`config.mk`:
```
export PLATFORM = sky130hd
export DESIGN_NAME = ethRxPort
export DESIGN_NICKNAME = d
export VERILOG_FILES = /design/src/verilog/ethRxPkg.sv /design/src/verilog/rxFrameIf.sv /design/src/verilog/ethRxPort.sv /design/src/verilog/rxStats.sv /design/src/verilog/rxDelayLine.sv /design/src/verilog/ipv4HeaderCheck.sv /design/src/verilog/rxCrcCheck.sv /design/src/verilog/rxFrameParser.sv
export SDC_FILE = /design/constraint.sdc
export NUM_CORES = 1
export LEC_CHECK = 0
export BUFFER_PORTS_ARGS = -buffer_cell sky130_fd_sc_hd__buf_2
export CAP_MARGIN = 20
export CORE_ASPECT_RATIO = 0.7
export CORE_UTILIZATION = 53
export DETAILED_ROUTE_END_ITERATION = 10
export HOLD_SLACK_MARGIN = 0.1
export PLACE_DENSITY = 0.75
export SYNTH_ARGS = -nofsm -noshare
export SYNTH_HDL_FRONTEND = slang
export SYNTH_SLANG_ARGS = --single-unit
```
`constraint.sdc`:
```
create_clock -name RxClk -period 2.26 [get_ports RxClk]
set_input_delay 0.113 -clock RxClk [delete_from_list [all_inputs] [get_ports RxClk]]
set_output_delay 0.113 -clock RxClk [all_outputs]
set_load 0.05 [all_outputs]
```
`src/verilog/ethRxPkg.sv`:
```
// =============================
// Ethernet receive definitions
// =============================

package ethRxPkg;

  typedef logic [7:0]  rxByteT;   // One byte on the GMII side
  typedef logic [47:0] macAddrT;
  typedef logic [31:0] crcT;
  typedef logic [16:0] cksumT;    // 16-bit sum plus carry
  typedef logic [15:0] pktCntT;
  typedef logic [7:0]  errCntT;
  typedef logic [31:0] regDataT;
  typedef logic [1:0]  regAddrT;
  typedef logic [1:0]  byteStT;   // Per-byte status tag

  typedef enum logic [1:0] {rxIdle, rxHeader, rxData} rxStateT;

  // Byte status codes
  localparam byteStT stNone  = 2'b00;
  localparam byteStT stFirst = 2'b01;
  localparam byteStT stLast  = 2'b10;
  localparam byteStT stErr   = 2'b11;

  localparam rxByteT      sfdByte       = 8'hD5; // Start of frame delimiter
  localparam int          headerBytes   = 14;
  localparam int          destMacOfs    = 0;
  localparam int          srcMacOfs     = 6;
  localparam int          lenTypeOfs    = 12;
  localparam logic [15:0] ipv4Type      = 16'h0800;
  localparam logic [4:0]  ipv4HdrEndIdx = 5'd20;   // First byte after a 20-byte IPv4 header
  localparam crcT         crcInit       = 32'hFFFF_FFFF;
  localparam crcT         crcResidue    = 32'hC704_DD7B; // Good frame incl. FCS
  localparam logic [4:0]  dataIdxMax    = 5'd31;

  // Register map
  localparam regAddrT regPktRecv  = 2'd0;
  localparam regAddrT regCrcErr   = 2'd1;
  localparam regAddrT regIpv4Err  = 2'd2;
  localparam regAddrT regSrcMacHi = 2'd3;

endpackage
```
`src/verilog/rxFrameIf.sv`:
```
// =============================
// Receive frame event bus
// =============================

`timescale 1ns/1ps

interface rxFrameIf;

  ethRxPkg::rxByteT dataByte;   // Current input byte
  logic             frameByte;  // Accepted byte in header or data
  logic             frameStart; // Delimiter accepted
  logic [4:0]       dataIdx;    // Index within data phase, saturates
  logic             inData;     // Parser in data state
  logic             frameEnd;   // First idle cycle after data

  modport source (
    output dataByte, frameByte, frameStart, dataIdx, inData, frameEnd
  );

  modport sink (
    input dataByte, frameByte, frameStart, dataIdx, inData, frameEnd
  );

endinterface

```
`src/verilog/ethRxPort.sv`:
```
// =============================
// Ethernet receive port
// =============================

`timescale 1ns/1ps

module ethRxPort #(
  parameter int DelayBytes = 14
) (
  input  logic              RxClk,
  input  logic              rstN,
  input  logic              rxValid,
  input  ethRxPkg::rxByteT  rxData,
  input  logic              rxErr,
  input  logic              dataReady,
  input  logic              clearErrors,
  input  ethRxPkg::regAddrT regAddr,
  output logic              outValid,
  output ethRxPkg::rxByteT  outData,
  output ethRxPkg::byteStT  outSt,
  output logic              crcError,
  output logic              ipv4Error,
  output ethRxPkg::macAddrT destMac,
  output ethRxPkg::regDataT regData
);

  ethRxPkg::macAddrT srcMac;
  logic              isIpv4;
  logic              crcBad;

  rxFrameIf frame ();

  rxFrameParser parser (
    .RxClk(RxClk), .rstN(rstN), .rxValid(rxValid), .rxData(rxData),
    .dataReady(dataReady), .destMac(destMac), .srcMac(srcMac),
    .isIpv4(isIpv4), .frame(frame.source)
  );

  rxCrcCheck crcCheck (
    .RxClk(RxClk), .rstN(rstN), .frame(frame.sink),
    .crcBad(crcBad), .crcError(crcError)
  );

  ipv4HeaderCheck ipv4Check (
    .RxClk(RxClk), .rstN(rstN), .frame(frame.sink),
    .isIpv4(isIpv4), .ipv4Error(ipv4Error)
  );

  // Depth must cover the checker latency
  rxDelayLine #(.DelayBytes(DelayBytes)) delayLine (
    .RxClk(RxClk), .rstN(rstN), .rxValid(rxValid), .rxData(rxData),
    .rxErr(rxErr), .outValid(outValid), .outData(outData), .outSt(outSt)
  );

  rxStats stats (
    .RxClk(RxClk), .rstN(rstN), .frame(frame.sink), .crcBad(crcBad),
    .ipv4Error(ipv4Error), .srcMac(srcMac), .clearErrors(clearErrors),
    .regAddr(regAddr), .regData(regData)
  );

endmodule

```
`src/verilog/rxStats.sv`:
```
// =============================
// Receive statistics
// =============================

`timescale 1ns/1ps

module rxStats (
  input  logic               RxClk,
  input  logic               rstN,
  rxFrameIf.sink             frame,
  input  logic               crcBad,
  input  logic               ipv4Error,
  input  ethRxPkg::macAddrT  srcMac,
  input  logic               clearErrors,
  input  ethRxPkg::regAddrT  regAddr,
  output ethRxPkg::regDataT  regData
);

  ethRxPkg::pktCntT pktRecv;
  ethRxPkg::errCntT crcErrCnt;
  ethRxPkg::errCntT ipv4ErrCnt;
  logic [31:0]      srcMacHi;  // Upper source MAC of last frame

  always_ff @(posedge RxClk) begin
    if (!rstN) begin
      pktRecv    <= '0;
      crcErrCnt  <= '0;
      ipv4ErrCnt <= '0;
      srcMacHi   <= '0;
    end else begin
      if (frame.frameEnd) begin
        pktRecv  <= pktRecv + 16'd1;
        srcMacHi <= srcMac[47:16];
        if (ipv4Error)
          ipv4ErrCnt <= ipv4ErrCnt + 8'd1; // Verdict from index 20
      end
      if (clearErrors)
        crcErrCnt <= '0;   // CRC count only
      else if (crcBad)
        crcErrCnt <= crcErrCnt + 8'd1;
    end
  end

  // Combinational readback
  always_comb begin
    case (regAddr)
      ethRxPkg::regPktRecv:  regData = ethRxPkg::regDataT'(pktRecv);
      ethRxPkg::regCrcErr:   regData = ethRxPkg::regDataT'(crcErrCnt);
      ethRxPkg::regIpv4Err:  regData = ethRxPkg::regDataT'(ipv4ErrCnt);
      default:               regData = srcMacHi;
    endcase
  end

endmodule

```
`src/verilog/rxDelayLine.sv`:
```
// =============================
// Receive delay line
// =============================

`timescale 1ns/1ps

module rxDelayLine #(
  parameter int DelayBytes = 14
) (
  input  logic              RxClk,
  input  logic              rstN,
  input  logic              rxValid,
  input  ethRxPkg::rxByteT  rxData,
  input  logic              rxErr,
  output logic              outValid,
  output ethRxPkg::rxByteT  outData,
  output ethRxPkg::byteStT  outSt
);

  ethRxPkg::rxByteT [DelayBytes-1:0] dataSr;
  logic [DelayBytes:0]               validSr;  // One extra stage for the rising edge
  logic [DelayBytes-1:0]             errSr;
  logic                              isFirst;
  logic                              isLast;

  always_ff @(posedge RxClk) begin
    dataSr <= {dataSr[DelayBytes-2:0], rxData};
  end

  always_ff @(posedge RxClk) begin
    if (!rstN) begin
      validSr <= '0;
      errSr   <= '0;
    end else begin
      validSr <= {validSr[DelayBytes-1:0], rxValid};
      errSr   <= {errSr[DelayBytes-2:0], rxErr};
    end
  end

  assign outValid = validSr[DelayBytes-1];
  assign outData  = dataSr[DelayBytes-1];

  assign isFirst = validSr[DelayBytes-1] && !validSr[DelayBytes];
  assign isLast  = validSr[DelayBytes-1] && !validSr[DelayBytes-2]; // Next byte idle

  always_comb begin
    if (isFirst)
      outSt = ethRxPkg::stFirst;
    else if (isLast)
      outSt = ethRxPkg::stLast;
    else if (errSr[DelayBytes-1])
      outSt = ethRxPkg::stErr;
    else
      outSt = ethRxPkg::stNone;
  end

  // Last byte of a frame is followed by an idle output
  assert property (@(posedge RxClk) disable iff (!rstN)
                   (outSt == ethRxPkg::stLast) |=> !outValid)
    else $error("stLast not followed by idle");

endmodule

```
`src/verilog/ipv4HeaderCheck.sv`:
```
// =============================
// IPv4 header checksum
// =============================

`timescale 1ns/1ps

module ipv4HeaderCheck (
  input  logic   RxClk,
  input  logic   rstN,
  rxFrameIf.sink frame,
  input  logic   isIpv4,
  output logic   ipv4Error
);

  ethRxPkg::cksumT cksum;  // Ones-complement sum with pending carry
  logic            dataAcc;

  assign dataAcc = frame.frameByte && frame.inData;

  always_ff @(posedge RxClk) begin
    if (dataAcc) begin
      if (frame.dataIdx == 5'd0)
        cksum <= {1'b0, frame.dataByte, 8'd0};           // First high byte
      else if (!frame.dataIdx[0])
        cksum <= {1'b0, cksum[15:0]} +
                 {1'b0, frame.dataByte, 7'd0, cksum[16]}; // High byte, fold carry
      else
        cksum <= cksum + {9'd0, frame.dataByte};          // Low byte
    end
  end

  always_ff @(posedge RxClk) begin
    if (!rstN)
      ipv4Error <= 1'b0;
    else if (frame.frameStart)
      ipv4Error <= 1'b0;
    else if (dataAcc && (frame.dataIdx == ethRxPkg::ipv4HdrEndIdx))
      // Last carry is not folded yet, so 0x1FFFE is also good
      ipv4Error <= isIpv4 && (cksum != 17'h0FFFF) && (cksum != 17'h1FFFE);
  end

endmodule

```
`src/verilog/rxCrcCheck.sv`:
```
// =============================
// Receive CRC-32 check
// =============================

`timescale 1ns/1ps

module rxCrcCheck (
  input  logic   RxClk,
  input  logic   rstN,
  rxFrameIf.sink frame,
  output logic   crcBad,   // Verdict while frameEnd is high
  output logic   crcError
);

  localparam ethRxPkg::crcT crcPoly = 32'h04C1_1DB7;

  ethRxPkg::crcT crcReg;

  // One byte, wire order is LSB first
  function automatic ethRxPkg::crcT crcByte(ethRxPkg::crcT crc, ethRxPkg::rxByteT d);
    ethRxPkg::crcT c;
    logic          fb;
    c = crc;
    for (int i = 0; i < 8; i++) begin
      fb = c[31] ^ d[i];
      c  = {c[30:0], 1'b0} ^ (fb ? crcPoly : '0);
    end
    return c;
  endfunction

  always_ff @(posedge RxClk) begin
    if (frame.frameStart)
      crcReg <= ethRxPkg::crcInit;
    else if (frame.frameByte)
      crcReg <= crcByte(crcReg, frame.dataByte); // FCS included
  end

  // Residue check once the FCS has gone through
  assign crcBad = frame.frameEnd && (crcReg != ethRxPkg::crcResidue);

  always_ff @(posedge RxClk) begin
    if (!rstN)
      crcError <= 1'b0;
    else if (frame.frameEnd)
      crcError <= crcBad; // Held until the next frame ends
  end

endmodule

```
`src/verilog/rxFrameParser.sv`:
```
// =============================
// Receive frame parser
// =============================

`timescale 1ns/1ps

module rxFrameParser (
  input  logic              RxClk,
  input  logic              rstN,
  input  logic              rxValid,
  input  ethRxPkg::rxByteT  rxData,
  input  logic              dataReady,
  output ethRxPkg::macAddrT destMac,
  output ethRxPkg::macAddrT srcMac,
  output logic              isIpv4,
  rxFrameIf.source          frame
);

  ethRxPkg::rxStateT state;
  logic [4:0]        byteCnt;  // Header offset, then data index
  logic              accept;
  logic              inData;
  ethRxPkg::rxByteT  header [ethRxPkg::headerBytes];

  assign accept = rxValid & dataReady; // Client mask, no back-pressure
  assign inData = (state == ethRxPkg::rxData);

  // Frame events straight from inputs and state
  assign frame.dataByte   = rxData;
  assign frame.frameStart = (state == ethRxPkg::rxIdle) && accept &&
                            (rxData == ethRxPkg::sfdByte);
  assign frame.frameByte  = accept && (state != ethRxPkg::rxIdle);
  assign frame.inData     = inData;
  assign frame.frameEnd   = inData && !rxValid;
  assign frame.dataIdx    = byteCnt;

  // Header bytes land at their offset
  always_ff @(posedge RxClk) begin
    if ((state == ethRxPkg::rxHeader) && accept)
      header[byteCnt[3:0]] <= rxData;
  end

  // MAC fields, first byte is most significant
  always_comb begin
    for (int i = 0; i < 6; i++) begin
      destMac[47-8*i -: 8] = header[ethRxPkg::destMacOfs + i];
      srcMac[47-8*i -: 8]  = header[ethRxPkg::srcMacOfs + i];
    end
  end

  assign isIpv4 = ({header[ethRxPkg::lenTypeOfs], header[ethRxPkg::lenTypeOfs + 1]} ==
                   ethRxPkg::ipv4Type);

  always_ff @(posedge RxClk) begin
    if (!rstN) begin
      state   <= ethRxPkg::rxIdle;
      byteCnt <= '0;
    end else begin
      case (state)
        ethRxPkg::rxIdle: begin
          // Preamble is swallowed until the delimiter
          if (accept && (rxData == ethRxPkg::sfdByte)) begin
            state   <= ethRxPkg::rxHeader;
            byteCnt <= '0;
          end
        end
        ethRxPkg::rxHeader: begin
          if (accept) begin
            byteCnt <= byteCnt + 5'd1;
            if (byteCnt == 5'(ethRxPkg::headerBytes - 1)) begin
              state   <= ethRxPkg::rxData;
              byteCnt <= '0;
            end
          end else if (!rxValid) begin
            state   <= ethRxPkg::rxIdle; // Runt, drop it
            byteCnt <= '0;
          end
        end
        ethRxPkg::rxData: begin
          if (accept) begin
            if (byteCnt != ethRxPkg::dataIdxMax)
              byteCnt <= byteCnt + 5'd1; // Only the IPv4 header needs an index
          end else if (!rxValid) begin
            state   <= ethRxPkg::rxIdle;
            byteCnt <= '0;
          end
        end
        default: state <= ethRxPkg::rxIdle;
      endcase
    end
  end

  // Header offset stays inside the capture buffer
  assert property (@(posedge RxClk) disable iff (!rstN)
                   (state == ethRxPkg::rxHeader) |->
                   (byteCnt < 5'(ethRxPkg::headerBytes)))
    else $error("header offset out of range");

endmodule

```
==> impl_metrics.json <==
{
  "outcome": "complete, but fails checks",
  "violations": "negative setup slack",
  "grt_max_degree": 59,
  "setup_slack_ns": -0.09440,
  "p_leak_uw": 0.006358,
  "clockBufferDepth": 3,
  "yosys.area.top_type_share_pct": 37.04,
  "core_area_mm2": 0.02462,
  "place.port_buffers": 108,
  "die-area_mm2": 0.02573,
  "yosys.area.top_type": "dfxtp_1",
  "critPathSlowestCell": "edfxtp_1",
  "critPathTopFamily": "compound AO/OA/AOI/OAI gates",
  "drc": 0,
  "cp_num_buf_inv": 0,
  "grt_pass1_vias": 8339,
  "finalClockSkew_ns": 0.01029,
  "rsz0062_at_grt": "true",
  "synth_cell_types": 65,
  "vias": 8806,
  "clk_latency_ns": 0.53,
  "final_cells": 1663,
  "syn_area_per_cell_um2": 11.98,
  "crit_fanout": 5,
  "cts-root-buf": "clkbuf_16",
  "cts_tree": "yes",
  "pwr-share-comb_pct": 7.6,
  "wl_per_cell_um": 17.02,
  "grt_antenna_before_repair": 1,
  "final_nets": 1362,
  "start_util_pct": 53.99,
  "cts_sinks": 359,
  "drv_cap": 0,
  "path_clk_slew_ns": 0.06,
  "worstPathCellList": "ha_2 -> fa_2 -> a211oi_2 -> o211ai_1 -> nand4_1 -> xor2_1 -> a21oi_1 -> and3_1",
  "cp.arrival_ns": 2.64,
  "first_iter_violations": 541,
  "fill_cells": 1858,
  "ys_ff_latch": 359,
  "finalSetupViolCount": 3,
  "peakVddDrop_uv": 1008,
  "synth_most_common_cell": "dfxtp_1",
  "ys_top_cells_by_count": "246 x dfxtp_1, 113 x edfxtp_1, 102 x nand2_1",
  "slew-limit-headroom_pct": 61.10,
  "p_clk_share_pct": 41.9,
  "firstDrtPassIters": 5,
  "cp-start-kind": "flip-flop",
  "ys_warn_count": 0,
  "synthTopCellsByArea": "dfxtp_1 37%, edfxtp_1 26%, xnor2_1 4.9%",
  "area.growth.synth_to_final_pct": 21.90,
  "syn_inst": 1110,
  "final_core_util_pct": 65.81,
  "max_freq_mhz": 424.7,
  "routed_wl_um": 28300,
  "drive_gt1_share_pct": 23.09,
  "worst_pin_slew_ns": 0.5820,
  "die_h_um": 134.5,
  "pre_cts_slack_ns": -0.1428,
  "max_stage_delay_ns": 0.42,
  "seq_area_frac_synth_pct": 62.57,
  "gp_congestion": 0.8708,
  "ios": 109,
  "dp_hpwl_um": 19230,
  "fin_crit_ns": 2.354,
  "synth_edf_count": 113,
  "cts_max_level": 2,
  "worstSetupPathType": "reg2reg",
  "cts_buffers": 34,
  "p_sw_share_pct": 22.50,
  "grt_pass1_wl_um": 44140,
  "required_ns": 2.55,
  "p_int_uw": 10540,
  "maxSlewViolCount": 0,
  "netlist_area_mm2": 0.01329,
  "period_share_pct": 104.2,
  "grt_usage_pct": 22.14,
  "placed_cells": 1589,
  "synth_ff_type": "dfxtp_1",
  "hp-class": "in2reg",
  "num_antenna_cells": 0,
  "timing.hold.ws_ns": 0.1326,
  "synthesis.nets": 1158,
  "std_cell_rows": 48,
  "die_w_um": 191.3,
  "cp-end-kind": "flip-flop",
  "pwr-share-seq_pct": 50.4,
  "vias_per_cell": 5.295,
  "grt_overflow": 0,
  "ant_nets": 0,
  "p_per_area_mw_per_mm2": 839.3,
  "hold_viol": 0,
  "totalNegativeSetupSlack_ns": -0.1248,
  "synth-async-reset-ratio_pct": 0,
  "power_switching_uw": 3060
}
-- path summary, 6_finish.rpt --
path / start / end / slack, ns / depth (start not counted)
worst max-delay path: ipv4Check.cksum[0]$_SDFFCE_PP0P_ / ipv4Check.cksum[16]$_SDFFCE_PP0P_ / -0.09 / 8
worst min register to register: delayLine.dataSr[58]$_DFF_P_ / delayLine.dataSr[66]$_DFF_P_ / 0.32 / 0
worst max register to register: ipv4Check.cksum[0]$_SDFFCE_PP0P_ / ipv4Check.cksum[16]$_SDFFCE_PP0P_ / -0.09 / 8
worst min-delay path: clearErrors / stats.crcErrCnt[3]$_SDFFE_PP0P_ / 0.13 / 3
-- through the flow --
step           instance area (um2)  power [uW]
3_3_place_gp                 14790        7968
4_1_cts                      16080       13690
6_report                     16210       13600
3_5_place_dp                 14790        7989
2_1_floorplan                13330        7671
5_1_grt                      16210       14080
-- power by group through the flow --
stage          Combinational (uW)  Clock [uW]  Sequential [uW]
4_1_cts                      1010        5820             6860
3_3_place_gp                  971           0             7000
3_5_place_dp                  985           0             7000
2_1_floorplan                 688           0             6980
6_report                     1030        5710             6860
5_1_grt                      1130        6080             6870
-- metal layers --
layer / global-route usage (%) / wire (um) / up-vias / part of all wire, %
met5: 0 / 13 / - / 0.046
met4: 5.511 / 438 / 2 / 1.5
met3: 4.444 / 1400 / 36 / 4.9
met2: 33.17 / 12200 / 193 / 43
met1: 32.89 / 14250 / 4281 / 50
li1: - / - / 4294 / -
-- repair_timing --
item / CTS / global route
hold buffers: 12 / 0
endpoints found under the setup margin: 10 / 18
gates resized for setup: 6 / 22
cloned: 0 / 0
pin swaps: 3 / 9
buffers inserted: 1 / 1
endpoints found under the hold margin: 47 / 0
-- cell usage in the layout, fill, tap and decap left out, drive strengths merged, types with 7 or more instances in the layout --
| cell | n |
|---|---|
| nand3 | 25 |
| and2 | 52 |
| nand2 | 103 |
| a211oi | 7 |
| o21ai | 29 |
| dlygate4sd3 | 12 |
| inv | 18 |
| ha | 31 |
| nor3 | 21 |
| xor2 | 44 |
| and3 | 29 |
| edfxtp | 113 |
| dfxtp | 246 |
| buf | 204 |
| a22o | 8 |
| mux4 | 8 |
| nor4 | 7 |
| a21oi | 51 |
| nand4 | 17 |
| clkbuf | 48 |
| xnor2 | 76 |
| a21boi | 37 |
| nor2 | 65 |
-- final cells by class --
cell class              count  area, um2  area share (%)
well taps                 325      406.6           2.509
multi-input cells         689       4891           30.18
repair buffers            216       1410           8.701
flip-flops and latches    359       8318           51.33
clock buffers              48      964.7           5.953
inverters                  14      52.55          0.3243
clock inverters            12      162.7           1.004
-- flip-flops by register name, summed over array words and instances (netlist names) --
register / cells
crcCheck.crcError: 1
crcCheck.crcReg: 32
delayLine.dataSr: 104
delayLine.errSr: 14
delayLine.outData: 8
delayLine.validSr: 15
ipv4Check.cksum: 17
ipv4Check.ipv4Error: 1
parser.frame.dataIdx: 5
parser.header: 96
parser.state: 2
stats.crcErrCnt: 8
stats.ipv4ErrCnt: 8
stats.pktRecv: 16
stats.srcMacHi: 32
-- kinds of logic after synthesis --
family                     after synthesis  share of synthesized area [%]
AOI/OAI and AO/OA                      168                          8.424
DFF                                    359                          62.57
adders and majority gates               32                          3.068
muxes                                   11                          1.581
and+or+nand+nor                        357                          13.72
buffers and inverters                   62                          2.052
xor gates and xnor gates               121                          8.583
-- worst min-delay path, cell delays in order --
cell	delay [ns]
buf_2	0.08
nand2b_1	0.33
nor2_1	0.08
Note: power is estimated with default switching activity, not from simulation.
